===== src/include/experiar_video_macros.svh =====
`ifndef EXPERIAR_VIDEO_MACROS_SVH
`define EXPERIAR_VIDEO_MACROS_SVH

// Wishbone slave side
`define WB_DATA_WIDTH 32
`define WB_SEL_WIDTH 4
`define WB_ADR_WIDTH 24

// Frame buffer banks, 512 words each
`define SRAM_ADDRESS_SIZE 9
`define FB_BANKS 4
`define FB_BANK_SEL_WIDTH 2

// Stored picture, one byte per element
`define FB_COLS 80
`define FB_ROWS 60
`define PIXEL_SCALE_LOG2 3

// Horizontal timing in clocks
`define H_ACTIVE 640
`define H_FRONT 16
`define H_SYNC 96
`define H_BACK 48

// Vertical timing in lines
`define V_ACTIVE 480
`define V_FRONT 10
`define V_SYNC 2
`define V_BACK 33

`endif


===== src/verilog/experiar_video_pkg.sv =====
`default_nettype none

`include "experiar_video_macros.svh"

package experiar_video_pkg;

	// Master to slave
	typedef struct packed {
		logic cyc;
		logic stb;
		logic we;
		logic [`WB_SEL_WIDTH-1:0] sel;
		logic [`WB_ADR_WIDTH-1:0] adr;
		logic [`WB_DATA_WIDTH-1:0] data;
	} wb_req_t;

	// Slave back to master
	typedef struct packed {
		logic ack;
		logic [`WB_DATA_WIDTH-1:0] data;
	} wb_rsp_t;

	// Read-write port of the frame buffer
	typedef struct packed {
		logic en;
		logic we;
		logic [`WB_SEL_WIDTH-1:0] wmask;
		logic [`FB_BANK_SEL_WIDTH-1:0] bank;
		logic [`SRAM_ADDRESS_SIZE-1:0] addr;
		logic [`WB_DATA_WIDTH-1:0] din;
	} fb_rw_req_t;

	// Read-only port, used by scanout
	typedef struct packed {
		logic en;
		logic [`FB_BANK_SEL_WIDTH-1:0] bank;
		logic [`SRAM_ADDRESS_SIZE-1:0] addr;
	} fb_rd_req_t;

	// Matches bits 5:0 of a stored byte
	typedef struct packed {
		logic [1:0] r;
		logic [1:0] g;
		logic [1:0] b;
	} pixel_t;

endpackage

`default_nettype wire


===== src/verilog/vga_scanout.sv =====
`timescale 1ns/10ps
`default_nettype none

`include "experiar_video_macros.svh"

module vga_scanout (
		input wire logic wb_clk_i,
		input wire logic rst_i,

		// Frame buffer read port
		output experiar_video_pkg::fb_rd_req_t rd_req_o,
		input wire logic [`WB_DATA_WIDTH-1:0] rd_data_i,

		// VGA pins
		output experiar_video_pkg::pixel_t pixel_o,
		output logic hsync_o,
		output logic vsync_o
	);

	localparam int H_TOTAL = `H_ACTIVE + `H_FRONT + `H_SYNC + `H_BACK;
	localparam int V_TOTAL = `V_ACTIVE + `V_FRONT + `V_SYNC + `V_BACK;
	localparam int H_SYNC_START = `H_ACTIVE + `H_FRONT;
	localparam int V_SYNC_START = `V_ACTIVE + `V_FRONT;
	localparam int H_W = $clog2(H_TOTAL);
	localparam int V_W = $clog2(V_TOTAL);
	localparam int ELEM_W = $clog2(`FB_COLS * `FB_ROWS);
	localparam int WORD_W = `FB_BANK_SEL_WIDTH + `SRAM_ADDRESS_SIZE;
	localparam int LANE_W = $clog2(`WB_SEL_WIDTH);

	logic [H_W-1:0] h_count;
	logic [V_W-1:0] v_count;
	logic [H_W-`PIXEL_SCALE_LOG2-1:0] col;
	logic [V_W-`PIXEL_SCALE_LOG2-1:0] row;
	logic [ELEM_W-1:0] elem_index;
	logic [WORD_W-1:0] word_index;
	logic active;
	logic hsync_n;
	logic vsync_n;

	// First stage, lines up with the bank read
	logic [LANE_W-1:0] lane_q;
	logic active_q;
	logic hsync_q;
	logic vsync_q;
	logic [5:0] pixel_bits;

	// Position counters, line first then frame
	always_ff @(posedge wb_clk_i) begin
		if (rst_i) begin
			h_count <= '0;
			v_count <= '0;
		end else if (h_count == H_W'(H_TOTAL - 1)) begin
			h_count <= '0;
			if (v_count == V_W'(V_TOTAL - 1)) begin
				v_count <= '0;
			end else begin
				v_count <= v_count + 1'b1;
			end
		end else begin
			h_count <= h_count + 1'b1;
		end
	end

	assign active = (h_count < H_W'(`H_ACTIVE)) && (v_count < V_W'(`V_ACTIVE));
	assign hsync_n = !((h_count >= H_W'(H_SYNC_START))
		&& (h_count < H_W'(H_SYNC_START + `H_SYNC)));
	assign vsync_n = !((v_count >= V_W'(V_SYNC_START))
		&& (v_count < V_W'(V_SYNC_START + `V_SYNC)));

	// Each stored element covers an 8 by 8 block
	assign col = h_count[H_W-1:`PIXEL_SCALE_LOG2];
	assign row = v_count[V_W-1:`PIXEL_SCALE_LOG2];
	assign elem_index = ELEM_W'(row) * ELEM_W'(`FB_COLS) + ELEM_W'(col);
	assign word_index = WORD_W'(elem_index >> LANE_W);	// Four elements per word

	// One fetch per active clock
	always_comb begin
		rd_req_o.en = active;
		rd_req_o.bank = word_index[WORD_W-1 -: `FB_BANK_SEL_WIDTH];
		rd_req_o.addr = word_index[`SRAM_ADDRESS_SIZE-1:0];
	end

	always_ff @(posedge wb_clk_i) begin
		if (rst_i) begin
			active_q <= 1'b0;
			hsync_q <= 1'b1;
			vsync_q <= 1'b1;
		end else begin
			active_q <= active;
			hsync_q <= hsync_n;
			vsync_q <= vsync_n;
		end
	end

	always_ff @(posedge wb_clk_i) begin
		lane_q <= elem_index[LANE_W-1:0];	// Lane 0 is the low byte
	end

	// Top two bits of the byte are unused
	assign pixel_bits = rd_data_i[{lane_q, 3'b000} +: 6];

	// Output stage, blanked outside the picture
	always_ff @(posedge wb_clk_i) begin
		if (rst_i) begin
			pixel_o <= '0;
			hsync_o <= 1'b1;
			vsync_o <= 1'b1;
		end else begin
			pixel_o <= active_q ? experiar_video_pkg::pixel_t'(pixel_bits) : '0;
			hsync_o <= hsync_q;
			vsync_o <= vsync_q;
		end
	end

endmodule

`default_nettype wire


===== config.mk =====
export PLATFORM = sky130hd
export DESIGN_NAME = vga_scanout
export DESIGN_NICKNAME = d
export VERILOG_FILES = /design/src/verilog/experiar_video_pkg.sv /design/src/verilog/vga_scanout.sv
export VERILOG_INCLUDE_DIRS = /design/src /design/src/include
export SDC_FILE = /design/constraint.sdc
export NUM_CORES = 1
export LEC_CHECK = 0
export ABC_AREA = 1
export BUFFER_PORTS_ARGS = -buffer_cell sky130_fd_sc_hd__buf_4
export CAP_MARGIN = 10
export CELL_PAD_IN_SITES_DETAIL_PLACEMENT = 0
export CELL_PAD_IN_SITES_GLOBAL_PLACEMENT = 2
export CORE_MARGIN = 8
export CORE_UTILIZATION = 31
export DETAILED_ROUTE_END_ITERATION = 12
export PLACE_DENSITY_LB_ADDON = 0.1
export SLEW_MARGIN = 20
export SYNTH_ARGS = -nofsm -noshare
export SYNTH_HDL_FRONTEND = slang
export SYNTH_SLANG_ARGS = --single-unit

===== constraint.sdc =====
create_clock -name wb_clk_i -period 8.6 [get_ports wb_clk_i]
set_input_delay 2.58 -clock wb_clk_i [delete_from_list [all_inputs] [get_ports wb_clk_i]]
set_output_delay 2.58 -clock wb_clk_i [all_outputs]
set_load 0.005 [all_outputs]

==> out/summary.log, run 1 <==
INFO  synth          yosysSeqAreaShare=29.7%
INFO  synth          synth.largest_area_cell=sky130_fd_sc_hd__dfxtp_1
INFO  detailed_routing drt.antenna.violating_nets=0
INFO  timing         worstMarginPinSlew=455ps
INFO  cells_and_area finalNonFillerCells=451
INFO  clock_network  clkSlewWorstSetupHoldPaths=80ps
INFO  synth          synth_fp_nets=369
INFO  setup_path     data_arrival_critical_path=2600ps
INFO  setup_path     worst-endpoint-required=6020ps
INFO  synth          synth_area=2230um2
INFO  die            fp-row-count=31
INFO  timing         post-route-period-util=60.2%
INFO  setup_path     r2r_end=v_count[5]
INFO  worst_hold_path worst_hold_startpoint=h_count[3]
INFO  die            start_util=31.4%
INFO  power_and_ir_drop static-leakage-power=1.30nW
INFO  worst_hold_path hold_depth=0
INFO  clock_network  clk-insertion-delay-late=290ps
INFO  timing         timing.final.setup_violations=0
INFO  clock_network  cts_tree=done
INFO  synth          synthTopCellsByArea=sky130_fd_sc_hd__dfxtp_1, sky130_fd_sc_hd__nand2_1, sky130_fd_sc_hd__ha_1, sky130_fd_sc_hd__nor2_1, sky130_fd_sc_hd__inv_1
INFO  setup_path     cells_along_the_critical_path=ha_1 > ha_1 > fa_1 > xor2_2 > nand3_2 > nor2_1 > nand2_1 > nand2_1 > nand2_1 > buf_4
INFO  detailed_routing drt-pass1-iter-count=5
INFO  clock_network  cts_sinks=33
INFO  detailed_routing routed_wl=5490um
INFO  cells_and_area fill_cells=777
INFO  setup_path     most_frequent_cell_on_the_critical_path=sky130_fd_sc_hd__nand2_1
INFO  timing         hold_viol_final=0
INFO  synth          synth_async_sr_flop_share=0%
INFO  setup_path     timing.critical_path.fanout_max=8
INFO  die            io-pin-count=54
INFO  placed_design  place_congestion=0.705
INFO  timing         relSlewSlack=69.6%
INFO  clock_network  clk_root_buffer_cell=sky130_fd_sc_hd__clkbuf_8
INFO  placed_design  dpl.hpwl=4280um
INFO  run_status     status=completed
INFO  detailed_routing dr_total_vias=1,984
INFO  die            die_width=101um
INFO  worst_hold_path timing.hold.worst.class=reg2reg
INFO  synth          yosysUniqueCellTypes=37
INFO  die            die_height=101um
INFO  clock_network  cts-hold-fix-buffers=0
INFO  synth          syn_inst=316
INFO  detailed_routing drc=0
INFO  clock_network  post-cts-setup-buffers=0
INFO  cells_and_area antenna_cells=0
INFO  placed_design  portBuffers=45
INFO  grt            antenna_found_initial=0
INFO  flow_run       drv.max_cap_violation_count=0
INFO  cells_and_area layout.nets=404
INFO  grt            first_global_vias=1,931
INFO  detailed_routing wire_per_inst=12.2um
INFO  setup_path     critical-path-slowest-cell=sky130_fd_sc_hd__dfxtp_1
INFO  detailed_routing detailed_route_vias_per_instance=4.40
INFO  clock_network  cts_inserted_buffers=5
INFO  clock_network  post_cts_resize_count=0
INFO  setup_path     reg2reg_setup_slack=6930ps
INFO  setup_path     timing.critical_path.from_type=flop
INFO  die            core=7100um2
INFO  cells_and_area area_growth_syn_to_layout=20.6%
INFO  timing         worst_clock_skew=9.35ps
INFO  timing         timing.setup.tns=0ps
INFO  setup_path     crit_path_max_incr_delay=540ps
INFO  worst_hold_path min_to=lane_q[0]
INFO  synth          synth-seq-cells=33
INFO  setup_path     r2r_start=h_count[0]
INFO  grt            grt_start_max_net_pins=14
INFO  clock_network  clockBufferDepth=2
INFO  setup_path     worstSetupEndpointType=primary output
INFO  grt            grt_pass1_wl=9160um
INFO  timing         final.min_clock_period=5180ps
INFO  synth          yosysTopAreaCellShare=29.7%
INFO  power_and_ir_drop ir_drop=0.0000489V
INFO  setup_path     timing.setup.critical_path_class=reg2out
INFO  timing         finalMaxSlewViolations=0
INFO  grt            grt_usage=11.4%
INFO  clock_network  htree_levels=2
INFO  detailed_routing drtIter0Drc=117
INFO  setup_path     r2r.worst_path.cells=8
INFO  placed_design  numPlacedInstances=443
INFO  grt            grt_remaining_overflow=0
INFO  synth          synth_edf_count=0
INFO  power_and_ir_drop total_power_density_per_cell_area=122nW/um2
INFO  timing         max_clock_freq=0.193GHz
INFO  die            design.die.area=10,200um2
INFO  timing         unrepaired_setup_endpoints_after_global_routing=false
INFO  synth          yosys_warnings=0
INFO  cells_and_area final_layout_size_suffix_gt1_share=21.3%
INFO  synth          synth.avg_cell_area=7.05um2
INFO  synth          synth_flop_cell=sky130_fd_sc_hd__dfxtp_1
-- worst max-delay path, delay by kind of cell (launching register included) --
family,cells,cell delay (ps)
buf+inv,1,130
simple gates,5,450
fa+ha+maj,3,980
flops,1,540
xor+xnor,1,220
-- state kept, by name, indices dropped and copies added (netlist names) --
| register | flops |
|---|---|
| active_q | 1 |
| h_count | 10 |
| hsync_o | 1 |
| hsync_q | 1 |
| lane_q | 2 |
| pixel_o | 6 |
| v_count | 10 |
| vsync_o | 1 |
| vsync_q | 1 |
-- cell usage after synthesis (all sizes together) (2+ instances only) --
master	instances
dfxtp	33
clkbuf	2
nand3b	2
nor2	53
a21oi	14
nand4	11
ha	17
buf	15
nand3	19
or2	3
xor2	8
fa	2
nor3	7
nand2	63
o21ai	16
inv	41
nor3b	3
-- how the worst max path moves through the flow --
stage,from,end,slack (ps),cells past startpoint
after global routing,v_count[4],rd_req_o[10],3200,10
after detailed placement,v_count[4],rd_req_o[10],3710,10
after global placement,v_count[4],rd_req_o[10],3730,10
after CTS,v_count[4],rd_req_o[10],3380,10
final,v_count[4],rd_req_o[10],3420,10
after floorplan,v_count[4],rd_req_o[10],3960,10
-- logic make-up (layout without fill, tap and decap cells) --
family / count (synthesis) / in the layout / synth area share (%)
compound gates: 34 / 34 / 8.03
xor+xnor: 9 / 9 / 3.88
fa+ha+maj: 19 / 19 / 11.3
buf+inv: 58 / 94 / 12.2
flops: 33 / 33 / 29.7
simple gates: 163 / 163 / 34.8
-- stage by stage --
stage          util, %  hold slack [ps]  setup WS, ps  instance area, um2  power (W)
6_report          37.8              418          3420                2690   0.000329
5_1_grt           37.8              435          3200                2690   0.000344
4_1_cts           37.8              423          3380                2690   0.000336
3_5_place_dp      36.2              409          3710                2570   0.000181
3_3_place_gp      36.2              408          3730                2570   0.000181
2_1_floorplan        -              386          3960                2230   0.000169
-- cells in the final DEF (no fill, tap or decap), types with 4 or more instances in the layout --
| cell | Yosys | routed |
|---|---|---|
| sky130_fd_sc_hd__nand4_1 | 9 | 9 |
| sky130_fd_sc_hd__nand2_1 | 59 | 59 |
| sky130_fd_sc_hd__o21ai_0 | 13 | 13 |
| sky130_fd_sc_hd__inv_1 | 39 | 39 |
| sky130_fd_sc_hd__nor3_1 | 6 | 6 |
| sky130_fd_sc_hd__nand3_1 | 16 | 16 |
| sky130_fd_sc_hd__clkbuf_8 | 0 | 5 |
| sky130_fd_sc_hd__ha_1 | 17 | 17 |
| sky130_fd_sc_hd__dfxtp_1 | 33 | 33 |
| sky130_fd_sc_hd__nor2_2 | 4 | 4 |
| sky130_fd_sc_hd__nand2_2 | 4 | 4 |
| sky130_fd_sc_hd__a21oi_1 | 14 | 14 |
| sky130_fd_sc_hd__buf_4 | 12 | 45 |
| sky130_fd_sc_hd__nor2_1 | 47 | 47 |
| sky130_fd_sc_hd__xor2_1 | 7 | 7 |
-- routing by layer --
metal  track usage (%)  vias to the layer above  part of all wire (%)  routed length, um
met1              14.2                      867                    50               2750
met4              3.14                        0                   1.1                 60
met5                 0                        -                     0                  0
met3              3.59                        6                   6.2                342
li1                  -                     1073                     -                  -
met2              18.1                       38                    42               2330
-- layout make-up --
cell class | count | area [um2] | area share (%)
multi-input cells | 225 | 1290 | 48.2
flip-flops and latches | 33 | 661 | 24.6
repair buffers | 45 | 338 | 12.6
inverters | 41 | 154 | 5.73
well taps | 99 | 124 | 4.61
clock buffers | 5 | 68.8 | 2.56
clock inverters | 3 | 46.3 | 1.72
-- where the power goes --
group | internal (W) | switching [W]
clock | 0.0000868 | 0.0000651
combinational | 0.0000113 | 0.00000840
sequential | 0.000155 | 0.00000199
total | 0.000253 | 0.0000755
No activity file was read; power rests on OpenSTA's default activity.
==> run 2: changes to the inputs <==
--- a/config.mk
+++ b/config.mk
@@ -12,7 +12,7 @@
 export CELL_PAD_IN_SITES_DETAIL_PLACEMENT = 0
 export CELL_PAD_IN_SITES_GLOBAL_PLACEMENT = 2
 export CORE_MARGIN = 8
-export CORE_UTILIZATION = 31
+export CORE_UTILIZATION = 26
 export DETAILED_ROUTE_END_ITERATION = 12
 export PLACE_DENSITY_LB_ADDON = 0.1
 export SLEW_MARGIN = 20
==> constraint.sdc (replaced) <==
create_clock -name wb_clk_i -period 4.3 [get_ports wb_clk_i]
set_input_delay 1.29 -clock wb_clk_i [delete_from_list [all_inputs] [get_ports wb_clk_i]]
set_output_delay 1.29 -clock wb_clk_i [all_outputs]
set_load 0.005 [all_outputs]
==> out/summary.log, run 2 (synthesized netlist as in run 1, its figures left out) <==
INFO  run_status     status=completed
INFO  die            design.die.area=11,800um2 [+16%]
INFO  die            die_height=109um [+7.7%]
INFO  clock_network  cts-hold-fix-buffers=0 [unchanged]
INFO  detailed_routing detailed_route_vias_per_instance=4.32 [-1.9%]
INFO  setup_path     timing.critical_path.fanout_max=8 [unchanged]
INFO  grt            grt_pass1_wl=9770um [+6.6%]
INFO  clock_network  htree_levels=2 [unchanged]
INFO  cells_and_area layout_common_cells=sky130_fd_sc_hd__nand2_1, sky130_fd_sc_hd__nor2_1, sky130_fd_sc_hd__buf_4
INFO  setup_path     worst-endpoint-required=3010ps [-3010 ps]
INFO  clock_network  cts_sinks=33 [unchanged]
INFO  timing         hold_viol_final=0 [unchanged]
INFO  setup_path     crit_path_max_incr_delay=540ps [about the same]
INFO  cells_and_area antenna_cells=0 [unchanged]
INFO  clock_network  clockBufferDepth=2 [unchanged]
INFO  cells_and_area area_growth_syn_to_layout=21.2%
INFO  clock_network  post-cts-setup-buffers=0 [unchanged]
INFO  detailed_routing wire_per_inst=12.5um [+2.8%]
INFO  timing         final.min_clock_period=3880ps
INFO  die            fp-row-count=33 [+6.5%]
INFO  grt            first_global_vias=1,987 [+2.9%]
INFO  timing         unrepaired_setup_endpoints_after_global_routing=false
INFO  power_and_ir_drop ir_drop=0.000133V [+170%]
INFO  cells_and_area largestRegisters=h_count x10, v_count x10, pixel_o x6
INFO  clock_network  post_cts_resize_count=0 [unchanged]
INFO  setup_path     timing.critical_path.max_delay_family=adder cells
INFO  worst_hold_path timing.hold.worst.class=reg2reg
INFO  clock_network  clk_root_buffer_cell=sky130_fd_sc_hd__clkbuf_8
INFO  cells_and_area final_layout_size_suffix_gt1_share=21.5% [+0.22 points]
INFO  timing         relSlewSlack=68.8% [-0.84 points]
INFO  timing         timing.setup.tns=0ps [unchanged]
INFO  clock_network  clk-insertion-delay-late=290ps [about the same]
INFO  setup_path     timing.critical_path.from_type=flop
INFO  die            start_util=27.0% [-4.4 points]
INFO  detailed_routing drt-pass1-iter-count=4 [-1]
INFO  placed_design  portBuffers=45 [unchanged]
INFO  detailed_routing drc=0 [unchanged]
INFO  flow_run       drv.max_cap_violation_count=0 [unchanged]
INFO  detailed_routing drt.antenna.violating_nets=0 [unchanged]
INFO  setup_path     critical-path-slowest-cell=sky130_fd_sc_hd__dfxtp_1
INFO  timing         post-route-period-util=90.3%
INFO  timing         max_clock_freq=0.257GHz
INFO  setup_path     path_buf_inv=1 [unchanged]
INFO  setup_path     cells_along_the_critical_path=ha_1 > ha_1 > fa_1 > xor2_2 > nand3_2 > nor2_1 > nand2_1 > nand2_1 > nand2_1 > buf_4
INFO  grt            grt_start_max_net_pins=14 [unchanged]
INFO  timing         finalMaxSlewViolations=0 [unchanged]
INFO  clock_network  clkSlewWorstSetupHoldPaths=80ps [about the same]
INFO  detailed_routing routed_wl=5730um [+4.4%]
INFO  power_and_ir_drop total_power_density_per_cell_area=243nW/um2 [+99%]
INFO  timing         worst_clock_skew=3.71ps [-5.64 ps]
INFO  setup_path     data_arrival_critical_path=2590ps [about the same]
INFO  grt            grt_remaining_overflow=0 [unchanged]
INFO  detailed_routing drtIter0Drc=80 [-32%]
INFO  timing         worstMarginPinSlew=467ps [+12.5 ps]
INFO  cells_and_area layout.nets=405 [+0.25%]
INFO  placed_design  place_congestion=0.720 [+2.0%]
INFO  setup_path     most_frequent_cell_on_the_critical_path=sky130_fd_sc_hd__nand2_1
INFO  detailed_routing dr_total_vias=1,977 [-0.35%]
INFO  grt            grt_usage=10.3% [-1.0 points]
INFO  placed_design  dpl.hpwl=4510um [+5.3%]
INFO  setup_path     timing.setup.critical_path_class=reg2out
INFO  power_and_ir_drop static-leakage-power=1.31nW [+0.42%]
INFO  setup_path     worstSetupEndpointType=primary output
INFO  grt            antenna_found_initial=0 [unchanged]
INFO  cells_and_area final_common_cell=sky130_fd_sc_hd__nand2_1
INFO  die            die_width=109um [+7.7%]
INFO  clock_network  cts_inserted_buffers=5 [unchanged]
INFO  power_and_ir_drop power.total=0.000657W [+100%]
INFO  clock_network  cts_tree=done
INFO  die            io-pin-count=54 [unchanged]
INFO  die            core=8260um2 [+16%]
INFO  timing         timing.final.setup_violations=0 [unchanged]
run 2: cell count changes in the layout (fill, tap and decap cells not counted):
cell | before | now
sky130_fd_sc_hd__buf_4 | 45 | 46
run 2: metrics by stage:
| step | std cells | instance area, um2 | setup WS, ps | util [%] | hold WS [ps] |
|---|---|---|---|---|---|
| 3_3_place_gp | 450 | 2580 | 710 | 31.3 | 394 |
| 6_report | 458 | 2700 | 416 | 32.7 | 416 |
| 3_5_place_dp | 450 | 2580 | 696 | 31.3 | 401 |
| 2_1_floorplan | 316 | 2230 | 947 | - | 386 |
| 4_1_cts | 458 | 2700 | 373 | 32.7 | 419 |
| 5_1_grt | 458 | 2700 | 180 | 32.7 | 432 |
run 2: worst paths after layout:
kind / depth (start not counted) / from / slack, ps / endpoint
worst min-delay path: 1 / hsync_q / 420 / hsync_o
worst min register to register: 1 / hsync_q / 420 / hsync_o
worst max register to register: 8 / h_count[0] / 2630 / v_count[5]
worst max-delay path: 10 / v_count[4] / 420 / rd_req_o[10]
run 2: worst reg2reg max path, stage by stage, from the launching register on:
cell	delay, ps
sky130_fd_sc_hd__dfxtp_1	420
sky130_fd_sc_hd__ha_1	250
sky130_fd_sc_hd__nand2_2	90
sky130_fd_sc_hd__nor2_4	150
sky130_fd_sc_hd__nand3_2	130
sky130_fd_sc_hd__nand2_2	250
sky130_fd_sc_hd__nand2_2	150
sky130_fd_sc_hd__o21ai_1	90
sky130_fd_sc_hd__nor2_1	50
run 2: power breakdown:
group          switching (W)  internal, W  total [W]
clock network       0.000129     0.000174   0.000303
logic              0.0000170    0.0000227  0.0000397
registers         0.00000426     0.000310   0.000315
run 2: layout make-up:
type,count,area (um2)
clock buffers,5,68.8
well taps,105,131
repair buffers,46,345
flip-flops and latches,33,661
clock inverters,3,46.3
inverters,41,154
fillers,907,5560
multi-input cells,225,1290
run 2: routing by layer:
layer / GRT usage [%] / routed length, um / part of all wire, % / up-vias
met2: 15.5 / 2290 / 40 / 40
met5: 0 / 0 / 0 / -
met1: 14.1 / 2970 / 52 / 857
met3: 2.80 / 413 / 7.2 / 5
li1: - / - / - / 1075
met4: 2.93 / 59 / 1.0 / 0
